File: src/rtl/core_pkg.sv
/*
 * core-wide data widths shared by the execution units
 */
`default_nettype none

package core_pkg;

	// machine word width of the RV64 core
	localparam int XLEN = 64;

	// one machine word, used for operands, CSR contents and results
	typedef logic [XLEN-1:0] xlen_t;

	// CSR address field of the SYSTEM instruction encoding
	typedef logic [11:0] csr_addr_t;

endpackage

`default_nettype wire

File: src/rtl/csr_pkg.sv
/*
 * CSR map of the machine-mode registers with their write masks and constants,
 * plus the read-modify-write rule that both register banks apply
 */
`default_nettype none

package csr_pkg;

	// machine trap setup
	localparam core_pkg::csr_addr_t CSR_MSTATUS   = 12'h300;
	localparam core_pkg::csr_addr_t CSR_MISA      = 12'h301;
	localparam core_pkg::csr_addr_t CSR_MIE       = 12'h304;
	localparam core_pkg::csr_addr_t CSR_MTVEC     = 12'h305;
	// machine trap handling
	localparam core_pkg::csr_addr_t CSR_MSCRATCH  = 12'h340;
	localparam core_pkg::csr_addr_t CSR_MEPC      = 12'h341;
	localparam core_pkg::csr_addr_t CSR_MCAUSE    = 12'h342;
	localparam core_pkg::csr_addr_t CSR_MTVAL     = 12'h343;
	localparam core_pkg::csr_addr_t CSR_MIP       = 12'h344;
	// machine counters
	localparam core_pkg::csr_addr_t CSR_MCYCLE    = 12'hB00;
	localparam core_pkg::csr_addr_t CSR_MINSTRET  = 12'hB02;
	// machine information, all in the read-only F1x block
	localparam core_pkg::csr_addr_t CSR_MVENDORID = 12'hF11;
	localparam core_pkg::csr_addr_t CSR_MARCHID   = 12'hF12;
	localparam core_pkg::csr_addr_t CSR_MIMPID    = 12'hF13;
	localparam core_pkg::csr_addr_t CSR_MHARTID   = 12'hF14;

	// mstatus keeps only MIE (3), MPIE (7) and MPP (12:11)
	localparam core_pkg::xlen_t MSTATUS_WMASK = 64'h0000_0000_0000_1888;
	// software, timer and external interrupt bits of machine mode
	localparam core_pkg::xlen_t MIE_WMASK     = 64'h0000_0000_0000_0888;
	localparam core_pkg::xlen_t MIP_WMASK     = 64'h0000_0000_0000_0888;
	// exception PC is 2-byte aligned so bit 0 stays clear
	localparam core_pkg::xlen_t MEPC_WMASK    = 64'hFFFF_FFFF_FFFF_FFFE;
	// mode bit 1 is stuck at zero, which leaves direct and vectored only
	localparam core_pkg::xlen_t MTVEC_WMASK   = 64'hFFFF_FFFF_FFFF_FFFD;
	// mscratch, mcause, mtval and the counters take every bit
	localparam core_pkg::xlen_t FULL_WMASK    = 64'hFFFF_FFFF_FFFF_FFFF;

	// value of every writable CSR after reset
	localparam core_pkg::xlen_t CSR_RESET_VALUE = 64'h0;

	// non-commercial implementation reports zero vendor, arch and impl IDs
	localparam core_pkg::xlen_t MVENDORID_VALUE = 64'h0;
	localparam core_pkg::xlen_t MARCHID_VALUE   = 64'h0;
	localparam core_pkg::xlen_t MIMPID_VALUE    = 64'h0;
	// MXL of 2 selects RV64, then the I (bit 8) and M (bit 12) extensions
	localparam core_pkg::xlen_t MISA_VALUE      = 64'h8000_0000_0000_1100;

	// rs and rc with a zero operand only read the register
	function automatic logic csr_wants_write(input logic rw, input logic rs,
			input logic rc, input core_pkg::xlen_t op);
		return rw | ((rs | rc) & (op != '0));
	endfunction

	// new register value before any write mask is applied
	function automatic core_pkg::xlen_t csr_rmw(input logic rw, input logic rs,
			input logic rc, input core_pkg::xlen_t old_val, input core_pkg::xlen_t op);
		if (rw) begin
			return op;
		end else if (rs) begin
			return old_val | op;
		end else if (rc) begin
			return old_val & ~op;
		end
		return old_val;
	endfunction

endpackage

`default_nettype wire

File: src/rtl/csr_trap_regs.sv
/*
 * machine trap setup and trap handling CSR bank
 * reads the old value and applies a masked read-modify-write to the addressed register
 */
`timescale 1ns/1ns
`default_nettype none

module csr_trap_regs (
	input  wire                   CLK,
	input  wire                   rst_n,
	input  wire                   exe_valid,
	input  wire                   exe_rw,
	input  wire                   exe_rs,
	input  wire                   exe_rc,
	input  core_pkg::xlen_t       exe_op,
	input  core_pkg::csr_addr_t   exe_addr,
	output logic                  trap_hit,
	output core_pkg::xlen_t       trap_rdata
);

	import core_pkg::*;
	import csr_pkg::*;

	// slot of each register inside the bank
	localparam int NREG         = 8;
	localparam int IDX_MSTATUS  = 0;
	localparam int IDX_MIE      = 1;
	localparam int IDX_MTVEC    = 2;
	localparam int IDX_MSCRATCH = 3;
	localparam int IDX_MEPC     = 4;
	localparam int IDX_MCAUSE   = 5;
	localparam int IDX_MTVAL    = 6;
	localparam int IDX_MIP      = 7;

	xlen_t       regs [NREG];
	logic [2:0]  sel;
	xlen_t       wmask;
	xlen_t       old_val;
	xlen_t       rmw_val;
	xlen_t       new_val;
	logic        do_write;

	// address decode picks the slot and the write mask of that register
	always_comb begin
		trap_hit = 1'b1;
		sel      = 3'd0;
		wmask    = '0;
		case (exe_addr)
			CSR_MSTATUS: begin
				sel   = 3'(IDX_MSTATUS);
				wmask = MSTATUS_WMASK;
			end
			CSR_MIE: begin
				sel   = 3'(IDX_MIE);
				wmask = MIE_WMASK;
			end
			CSR_MTVEC: begin
				sel   = 3'(IDX_MTVEC);
				wmask = MTVEC_WMASK;
			end
			CSR_MSCRATCH: begin
				sel   = 3'(IDX_MSCRATCH);
				wmask = FULL_WMASK;
			end
			CSR_MEPC: begin
				sel   = 3'(IDX_MEPC);
				wmask = MEPC_WMASK;
			end
			CSR_MCAUSE: begin
				sel   = 3'(IDX_MCAUSE);
				wmask = FULL_WMASK;
			end
			CSR_MTVAL: begin
				sel   = 3'(IDX_MTVAL);
				wmask = FULL_WMASK;
			end
			CSR_MIP: begin
				sel   = 3'(IDX_MIP);
				wmask = MIP_WMASK;
			end
			default: begin
				trap_hit = 1'b0;
			end
		endcase
	end

	// old value goes out unchanged, and the bank stays silent on a miss
	assign old_val    = regs[sel];
	assign trap_rdata = trap_hit ? old_val : '0;

	// bits outside the mask keep what the register already holds
	assign rmw_val = csr_rmw(exe_rw, exe_rs, exe_rc, old_val, exe_op);
	assign new_val = (old_val & ~wmask) | (rmw_val & wmask);

	assign do_write = exe_valid & trap_hit & csr_wants_write(exe_rw, exe_rs, exe_rc, exe_op);

	// only the addressed slot changes, on the same edge that registers the result
	always_ff @(posedge CLK or negedge rst_n) begin
		if (!rst_n) begin
			for (int i = 0; i < NREG; i++) begin
				regs[i] <= CSR_RESET_VALUE;
			end
		end else if (do_write) begin
			regs[sel] <= new_val;
		end
	end

endmodule

`default_nettype wire

File: src/rtl/csr_counter_regs.sv
/*
 * machine counter and machine information CSR bank
 * mcycle runs freely, minstret follows retire, the ID registers answer from constants
 */
`timescale 1ns/1ns
`default_nettype none

module csr_counter_regs #(
	parameter core_pkg::xlen_t HART_ID = '0
) (
	input  wire                   CLK,
	input  wire                   rst_n,
	input  wire                   exe_valid,
	input  wire                   exe_rw,
	input  wire                   exe_rs,
	input  wire                   exe_rc,
	input  wire                   retire,
	input  core_pkg::xlen_t       exe_op,
	input  core_pkg::csr_addr_t   exe_addr,
	output logic                  cnt_hit,
	output logic                  cnt_ro_write,
	output core_pkg::xlen_t       cnt_rdata
);

	import core_pkg::*;
	import csr_pkg::*;

	xlen_t  mcycle;
	xlen_t  minstret;
	logic   mcycle_sel;
	logic   minstret_sel;
	logic   ro_addr;
	logic   write_req;
	xlen_t  old_val;
	xlen_t  new_val;

	// read mux, which also leaves old_val at zero when no register matches
	always_comb begin
		cnt_hit      = 1'b1;
		mcycle_sel   = 1'b0;
		minstret_sel = 1'b0;
		old_val      = '0;
		case (exe_addr)
			CSR_MCYCLE: begin
				mcycle_sel = 1'b1;
				old_val    = mcycle;
			end
			CSR_MINSTRET: begin
				minstret_sel = 1'b1;
				old_val      = minstret;
			end
			CSR_MVENDORID: old_val = MVENDORID_VALUE;
			CSR_MARCHID:   old_val = MARCHID_VALUE;
			CSR_MIMPID:    old_val = MIMPID_VALUE;
			CSR_MHARTID:   old_val = HART_ID;
			// misa is legal to write but the write is dropped
			CSR_MISA:      old_val = MISA_VALUE;
			default:       cnt_hit = 1'b0;
		endcase
	end

	assign cnt_rdata = old_val;

	// the top two address bits both set mark the read-only CSR block
	assign ro_addr      = &exe_addr[11:10];
	assign write_req    = exe_valid & cnt_hit & csr_wants_write(exe_rw, exe_rs, exe_rc, exe_op);
	assign cnt_ro_write = write_req & ro_addr;

	// counters take every bit of the operand
	assign new_val = csr_rmw(exe_rw, exe_rs, exe_rc, old_val, exe_op);

	// a software write replaces the increment for that edge
	always_ff @(posedge CLK or negedge rst_n) begin
		if (!rst_n) begin
			mcycle <= CSR_RESET_VALUE;
		end else if (write_req & mcycle_sel) begin
			mcycle <= new_val;
		end else begin
			mcycle <= mcycle + 1'b1;
		end
	end

	// write beats a retire pulse that lands on the same edge
	always_ff @(posedge CLK or negedge rst_n) begin
		if (!rst_n) begin
			minstret <= CSR_RESET_VALUE;
		end else if (write_req & minstret_sel) begin
			minstret <= new_val;
		end else if (retire) begin
			minstret <= minstret + 1'b1;
		end
	end

endmodule

`default_nettype wire

File: src/rtl/csr_writeback.sv
/*
 * CSR writeback stage that merges both bank answers, flags illegal
 * accesses and registers the result one cycle after the request
 */
`timescale 1ns/1ns
`default_nettype none

module csr_writeback #(
	parameter int RNBIT = 2
) (
	input  wire                   CLK,
	input  wire                   rst_n,
	input  wire                   exe_valid,
	input  wire                   exe_rw,
	input  wire [5+RNBIT-1:0]     exe_rd0,
	input  wire                   trap_hit,
	input  wire                   cnt_hit,
	input  wire                   cnt_ro_write,
	input  core_pkg::xlen_t       trap_rdata,
	input  core_pkg::xlen_t       cnt_rdata,
	output logic                  wb_valid,
	output core_pkg::xlen_t       wb_res,
	output logic [5+RNBIT-1:0]    wb_rd0,
	output logic                  wb_illegal
);

	import core_pkg::*;

	logic   any_hit;
	logic   illegal;
	logic   dont_read;
	xlen_t  rdata;
	xlen_t  res;

	// a bank that misses drives zero, so an OR is enough to merge them
	assign any_hit = trap_hit | cnt_hit;
	assign rdata   = trap_rdata | cnt_rdata;

	// unknown address or a write into the read-only block
	assign illegal = ~any_hit | cnt_ro_write;

	// csrrw to x0 is a pure write and returns nothing
	assign dont_read = exe_rw & (exe_rd0 == '0);
	assign res       = (illegal | dont_read) ? '0 : rdata;

	always_ff @(posedge CLK or negedge rst_n) begin
		if (!rst_n) begin
			wb_valid   <= 1'b0;
			wb_illegal <= 1'b0;
		end else begin
			wb_valid   <= exe_valid;
			wb_illegal <= exe_valid & illegal;
		end
	end

	// result and tag only mean something while wb_valid is high
	always_ff @(posedge CLK) begin
		wb_res <= res;
		wb_rd0 <= exe_rd0;
	end

endmodule

`default_nettype wire

File: src/rtl/csr_exec.sv
/*
 * CSR execution unit of the RV64 core
 * trap bank and counter bank answer in parallel, writeback returns the old value
 */
`timescale 1ns/1ns
`default_nettype none

module csr_exec #(
	parameter int              RNBIT   = 2,
	parameter core_pkg::xlen_t HART_ID = '0
) (
	input  wire                   CLK,
	input  wire                   rst_n,
	input  wire                   exe_valid,
	input  wire                   exe_rw,
	input  wire                   exe_rs,
	input  wire                   exe_rc,
	input  wire [5+RNBIT-1:0]     exe_rd0,
	input  core_pkg::xlen_t       exe_op,
	input  core_pkg::csr_addr_t   exe_addr,
	input  wire                   retire,
	output logic                  wb_valid,
	output core_pkg::xlen_t       wb_res,
	output logic [5+RNBIT-1:0]    wb_rd0,
	output logic                  wb_illegal
);

	import core_pkg::*;

	// answers of the two banks toward writeback
	logic   trap_hit;
	xlen_t  trap_rdata;
	logic   cnt_hit;
	logic   cnt_ro_write;
	xlen_t  cnt_rdata;

	// mstatus, mie, mtvec, mscratch, mepc, mcause, mtval and mip
	csr_trap_regs u_trap_regs (
		.CLK        (CLK),
		.rst_n      (rst_n),
		.exe_valid  (exe_valid),
		.exe_rw     (exe_rw),
		.exe_rs     (exe_rs),
		.exe_rc     (exe_rc),
		.exe_op     (exe_op),
		.exe_addr   (exe_addr),
		.trap_hit   (trap_hit),
		.trap_rdata (trap_rdata)
	);

	// mcycle, minstret, the ID registers and misa
	csr_counter_regs #(
		.HART_ID (HART_ID)
	) u_counter_regs (
		.CLK          (CLK),
		.rst_n        (rst_n),
		.exe_valid    (exe_valid),
		.exe_rw       (exe_rw),
		.exe_rs       (exe_rs),
		.exe_rc       (exe_rc),
		.retire       (retire),
		.exe_op       (exe_op),
		.exe_addr     (exe_addr),
		.cnt_hit      (cnt_hit),
		.cnt_ro_write (cnt_ro_write),
		.cnt_rdata    (cnt_rdata)
	);

	csr_writeback #(
		.RNBIT (RNBIT)
	) u_writeback (
		.CLK          (CLK),
		.rst_n        (rst_n),
		.exe_valid    (exe_valid),
		.exe_rw       (exe_rw),
		.exe_rd0      (exe_rd0),
		.trap_hit     (trap_hit),
		.cnt_hit      (cnt_hit),
		.cnt_ro_write (cnt_ro_write),
		.trap_rdata   (trap_rdata),
		.cnt_rdata    (cnt_rdata),
		.wb_valid     (wb_valid),
		.wb_res       (wb_res),
		.wb_rd0       (wb_rd0),
		.wb_illegal   (wb_illegal)
	);

endmodule

`default_nettype wire

File: config.mk
export PLATFORM = sky130hd
export DESIGN_NAME = csr_exec
export DESIGN_NICKNAME = d
export VERILOG_FILES = /design/src/rtl/core_pkg.sv /design/src/rtl/csr_pkg.sv /design/src/rtl/csr_trap_regs.sv /design/src/rtl/csr_counter_regs.sv /design/src/rtl/csr_writeback.sv /design/src/rtl/csr_exec.sv
export SDC_FILE = /design/constraint.sdc
export NUM_CORES = 2
export LEC_CHECK = 0
export ABC_AREA = 0
export BUFFER_PORTS_ARGS = -buffer_cell sky130_fd_sc_hd__buf_2
export CAP_MARGIN = 40
export CORE_ASPECT_RATIO = 0.6
export CORE_UTILIZATION = 65
export CTS_CLUSTER_SIZE = 20
export DETAILED_ROUTE_END_ITERATION = 8
export PLACE_DENSITY = 0.95
export SYNTH_ARGS = -nofsm -noshare
export SYNTH_HDL_FRONTEND = slang
export SYNTH_SLANG_ARGS = --single-unit
File: constraint.sdc
create_clock -name CLK -period 3.9 [get_ports CLK]
set_input_delay 0.39 -clock CLK [delete_from_list [all_inputs] [get_ports CLK]]
set_output_delay 0.39 -clock CLK [all_outputs]
set_load 0.02 [all_outputs]
==> run metrics <==
number of global-route vias before repair=29700; PortBufs=162; synthesized instance count=3462; P&R area growth vs syn=10.2%; CTS tree=done; Synth top cells by count=dfrtp_1, clkbuf_1, a21oi_1; VDD IR max=0.371 mV; Synth area leaders=dfrtp_1, a21oi_1, dfxtp_1, o21ai_0, clkbuf_1; initial antenna violation count=9; top-count cell post-synth=dfrtp_1; met1 GRT Util=0.585; skew final=42.6 ps; Reg-to-Reg End=u_counter_regs.mcycle[54]; outcome=finished with violations; Fin. Hold Viols=0; DRC=12; worst min path class=in2reg; total wire length=117000 um; die height=176 um; Crit Path Max Fanout=8; ys flop type=dfrtp_1; total gr overflow=0; synth unique cells=74; max_cap viols=0; Final Cycle Share=0.816; number of synthesized flops with an enable pin=0; drt initial violations=6332; r2r setup slk=720 ps; RSZ-0062 raised after global routing=false; grt met3 use=0.225; max-slew violation count=0; die footprint=0.0517 mm^2; Synth top area share=0.487; largest net degree at the start of global routing=121; syn_nets=3554; FP Rows=63; filler instances=3169; cts hold-fix bufs=9; Pleak=15.5 nW; YS warnings=0; Avg Inst Size Synth=9.53 um^2; clock tree buffer depth=3; met2 GRT Util=0.605; Placer Congestion=1.01; via/cell ratio=7.46; first-pass GRT wire length=177000 um; detailed placement HPWL=74600 um; H-tree depth=2; post-CTS sizing=0; TritonCTS sink count=713; power density cells=409 mW/mm^2; Nets=3454; Setup Viol. Count Final=0; Critical Path RT=4390 ps; FFs w/ async S/R, synth=0.900; vias=30600; violated checks=DRC; final instance area=0.0364 mm^2; dpl cell area=0.0342 mm^2; GRT Overall Usage=0.451; fin util=0.731; Synth Register Bits=713; wire per inst=28.6 um; Hold EP=u_trap_regs.regs[320]; multi-input logic area=0.0138 mm^2; Cell Area, Synth=0.0330 mm^2; share of layout cells above drive strength 1=0.128; Arr. time, crit path=3670 ps; FF-to-FF path depth=6; HP Start=exe_op[0]; Fmax achieved=0.314 GHz; Clock transition at path regs=70 ps; startpoint types=register; Hold Slack=96.1 ps; Crit Path Class=reg2reg; busiest grt layer=met2; Sequential Area=0.0175 mm^2; reg2reg start=u_counter_regs.mcycle[34]; Max transition margin=0.313; clock latency on the worst-skew pair=680 ps; first-pass iteration count of the detailed router=9; sequential element share of the synthesized area=0.530; CORE AREA=0.0497 mm^2; postcts setup bufs=0; CP endpoint kind=register; Cells on Worst Hold Path=3; Ports=163; Initial Utilization=0.663; chip width=293 um; cts bufs inserted=58; Tmin final=3180 ps; DRT antenna net count=0; post-synth top area cell=dfrtp_1; Setup TNS=0 ps; slew at the pin closest to its max-slew limit=1030 ps; Clock Tree Root=clkbuf_16
-- power by group --
| part | switching [W] | internal [W] |
|---|---|---|
| registers | 0.000151 | 0.00747 |
| logic | 0.000607 | 0.000232 |
| clock network | 0.00299 | 0.00342 |
-- worst max-delay path, stage by stage (launching register included) --
cell	delay (ps)
dfrtp_1	510
nand3_1	220
nor4_1	740
nand4_1	680
o21a_1	410
o21ai_0	290
o21ai_0	170
-- worst max path at each step --
stage,start,endpoint,slack (ps),cells past startpoint
2_1_floorplan,exe_addr[3],u_trap_regs.regs[115],1390,8
3_3_place_gp,exe_addr[2],u_trap_regs.regs[313],160,7
3_5_place_dp,exe_addr[2],u_trap_regs.regs[313],80,7
4_1_cts,exe_addr[2],u_trap_regs.regs[313],720,7
5_1_grt,u_counter_regs.mcycle[34],u_counter_regs.mcycle[54],700,6
6_report,u_counter_regs.mcycle[34],u_counter_regs.mcycle[54],720,6
-- metrics by stage --
step	instances	worst slack [ps]	power, W
floorplan	3462	1390	0.00804
global placement	3973	157	0.00849
detailed placement	3974	84.5	0.00852
CTS	4092	720	0.0147
global route	4093	695	0.0151
finish	4097	719	0.0149
-- layout by cell type, fill, tap and decap left out, types with 68 or more instances in the layout --
cell type / count
dfrtp_1: 642
a21oi_1: 330
nor2_1: 325
nand2_1: 274
o21ai_0: 274
a22oi_1: 162
buf_2: 160
nand4_1: 90
nand3_1: 84
buf_4: 81
a211oi_1: 76
dfxtp_1: 71
xnor2_1: 68
-- logic make-up (layout without fill, tap and decap cells) --
kind of cell,count (synthesis),in the layout,share of synthesized area
AOI/OAI and AO/OA,1096,1096,0.213
xor gates and xnor gates,115,115,0.0305
adders and majority gates,2,2,0.000759
buffers and inverters,461,410,0.0566
DFF,713,713,0.530
muxes,71,71,0.0221
other,0,4,0
and+or+nand+nor,1004,1004,0.147
-- state kept, by name, indices dropped and copies added, names as in the netlist --
| name | count |
|---|---|
| u_counter_regs.minstret | 64 |
| u_writeback.wb_valid | 1 |
| u_writeback.wb_rd0 | 7 |
| u_counter_regs.mcycle | 64 |
| u_trap_regs.regs | 512 |
| u_writeback.wb_res | 64 |
| u_writeback.wb_illegal | 1 |
-- routing by layer --
metal	vias to the layer above	part of all wire
met3	820	0.19
met5	-	0.00073
met1	14300	0.35
met4	12	0.074
met2	3201	0.39
li1	12200	-
-- cell type report --
cell class,count,share of cell area
clock inverters,33,0.0119
flip-flops and latches,713,0.481
clock buffers,76,0.0443
repair buffers,281,0.0582
inverters,20,0.00206
diodes,4,0.000275
well taps,682,0.0235
multi-input cells,2288,0.379
No activity file was read; power rests on OpenSTA's default activity.
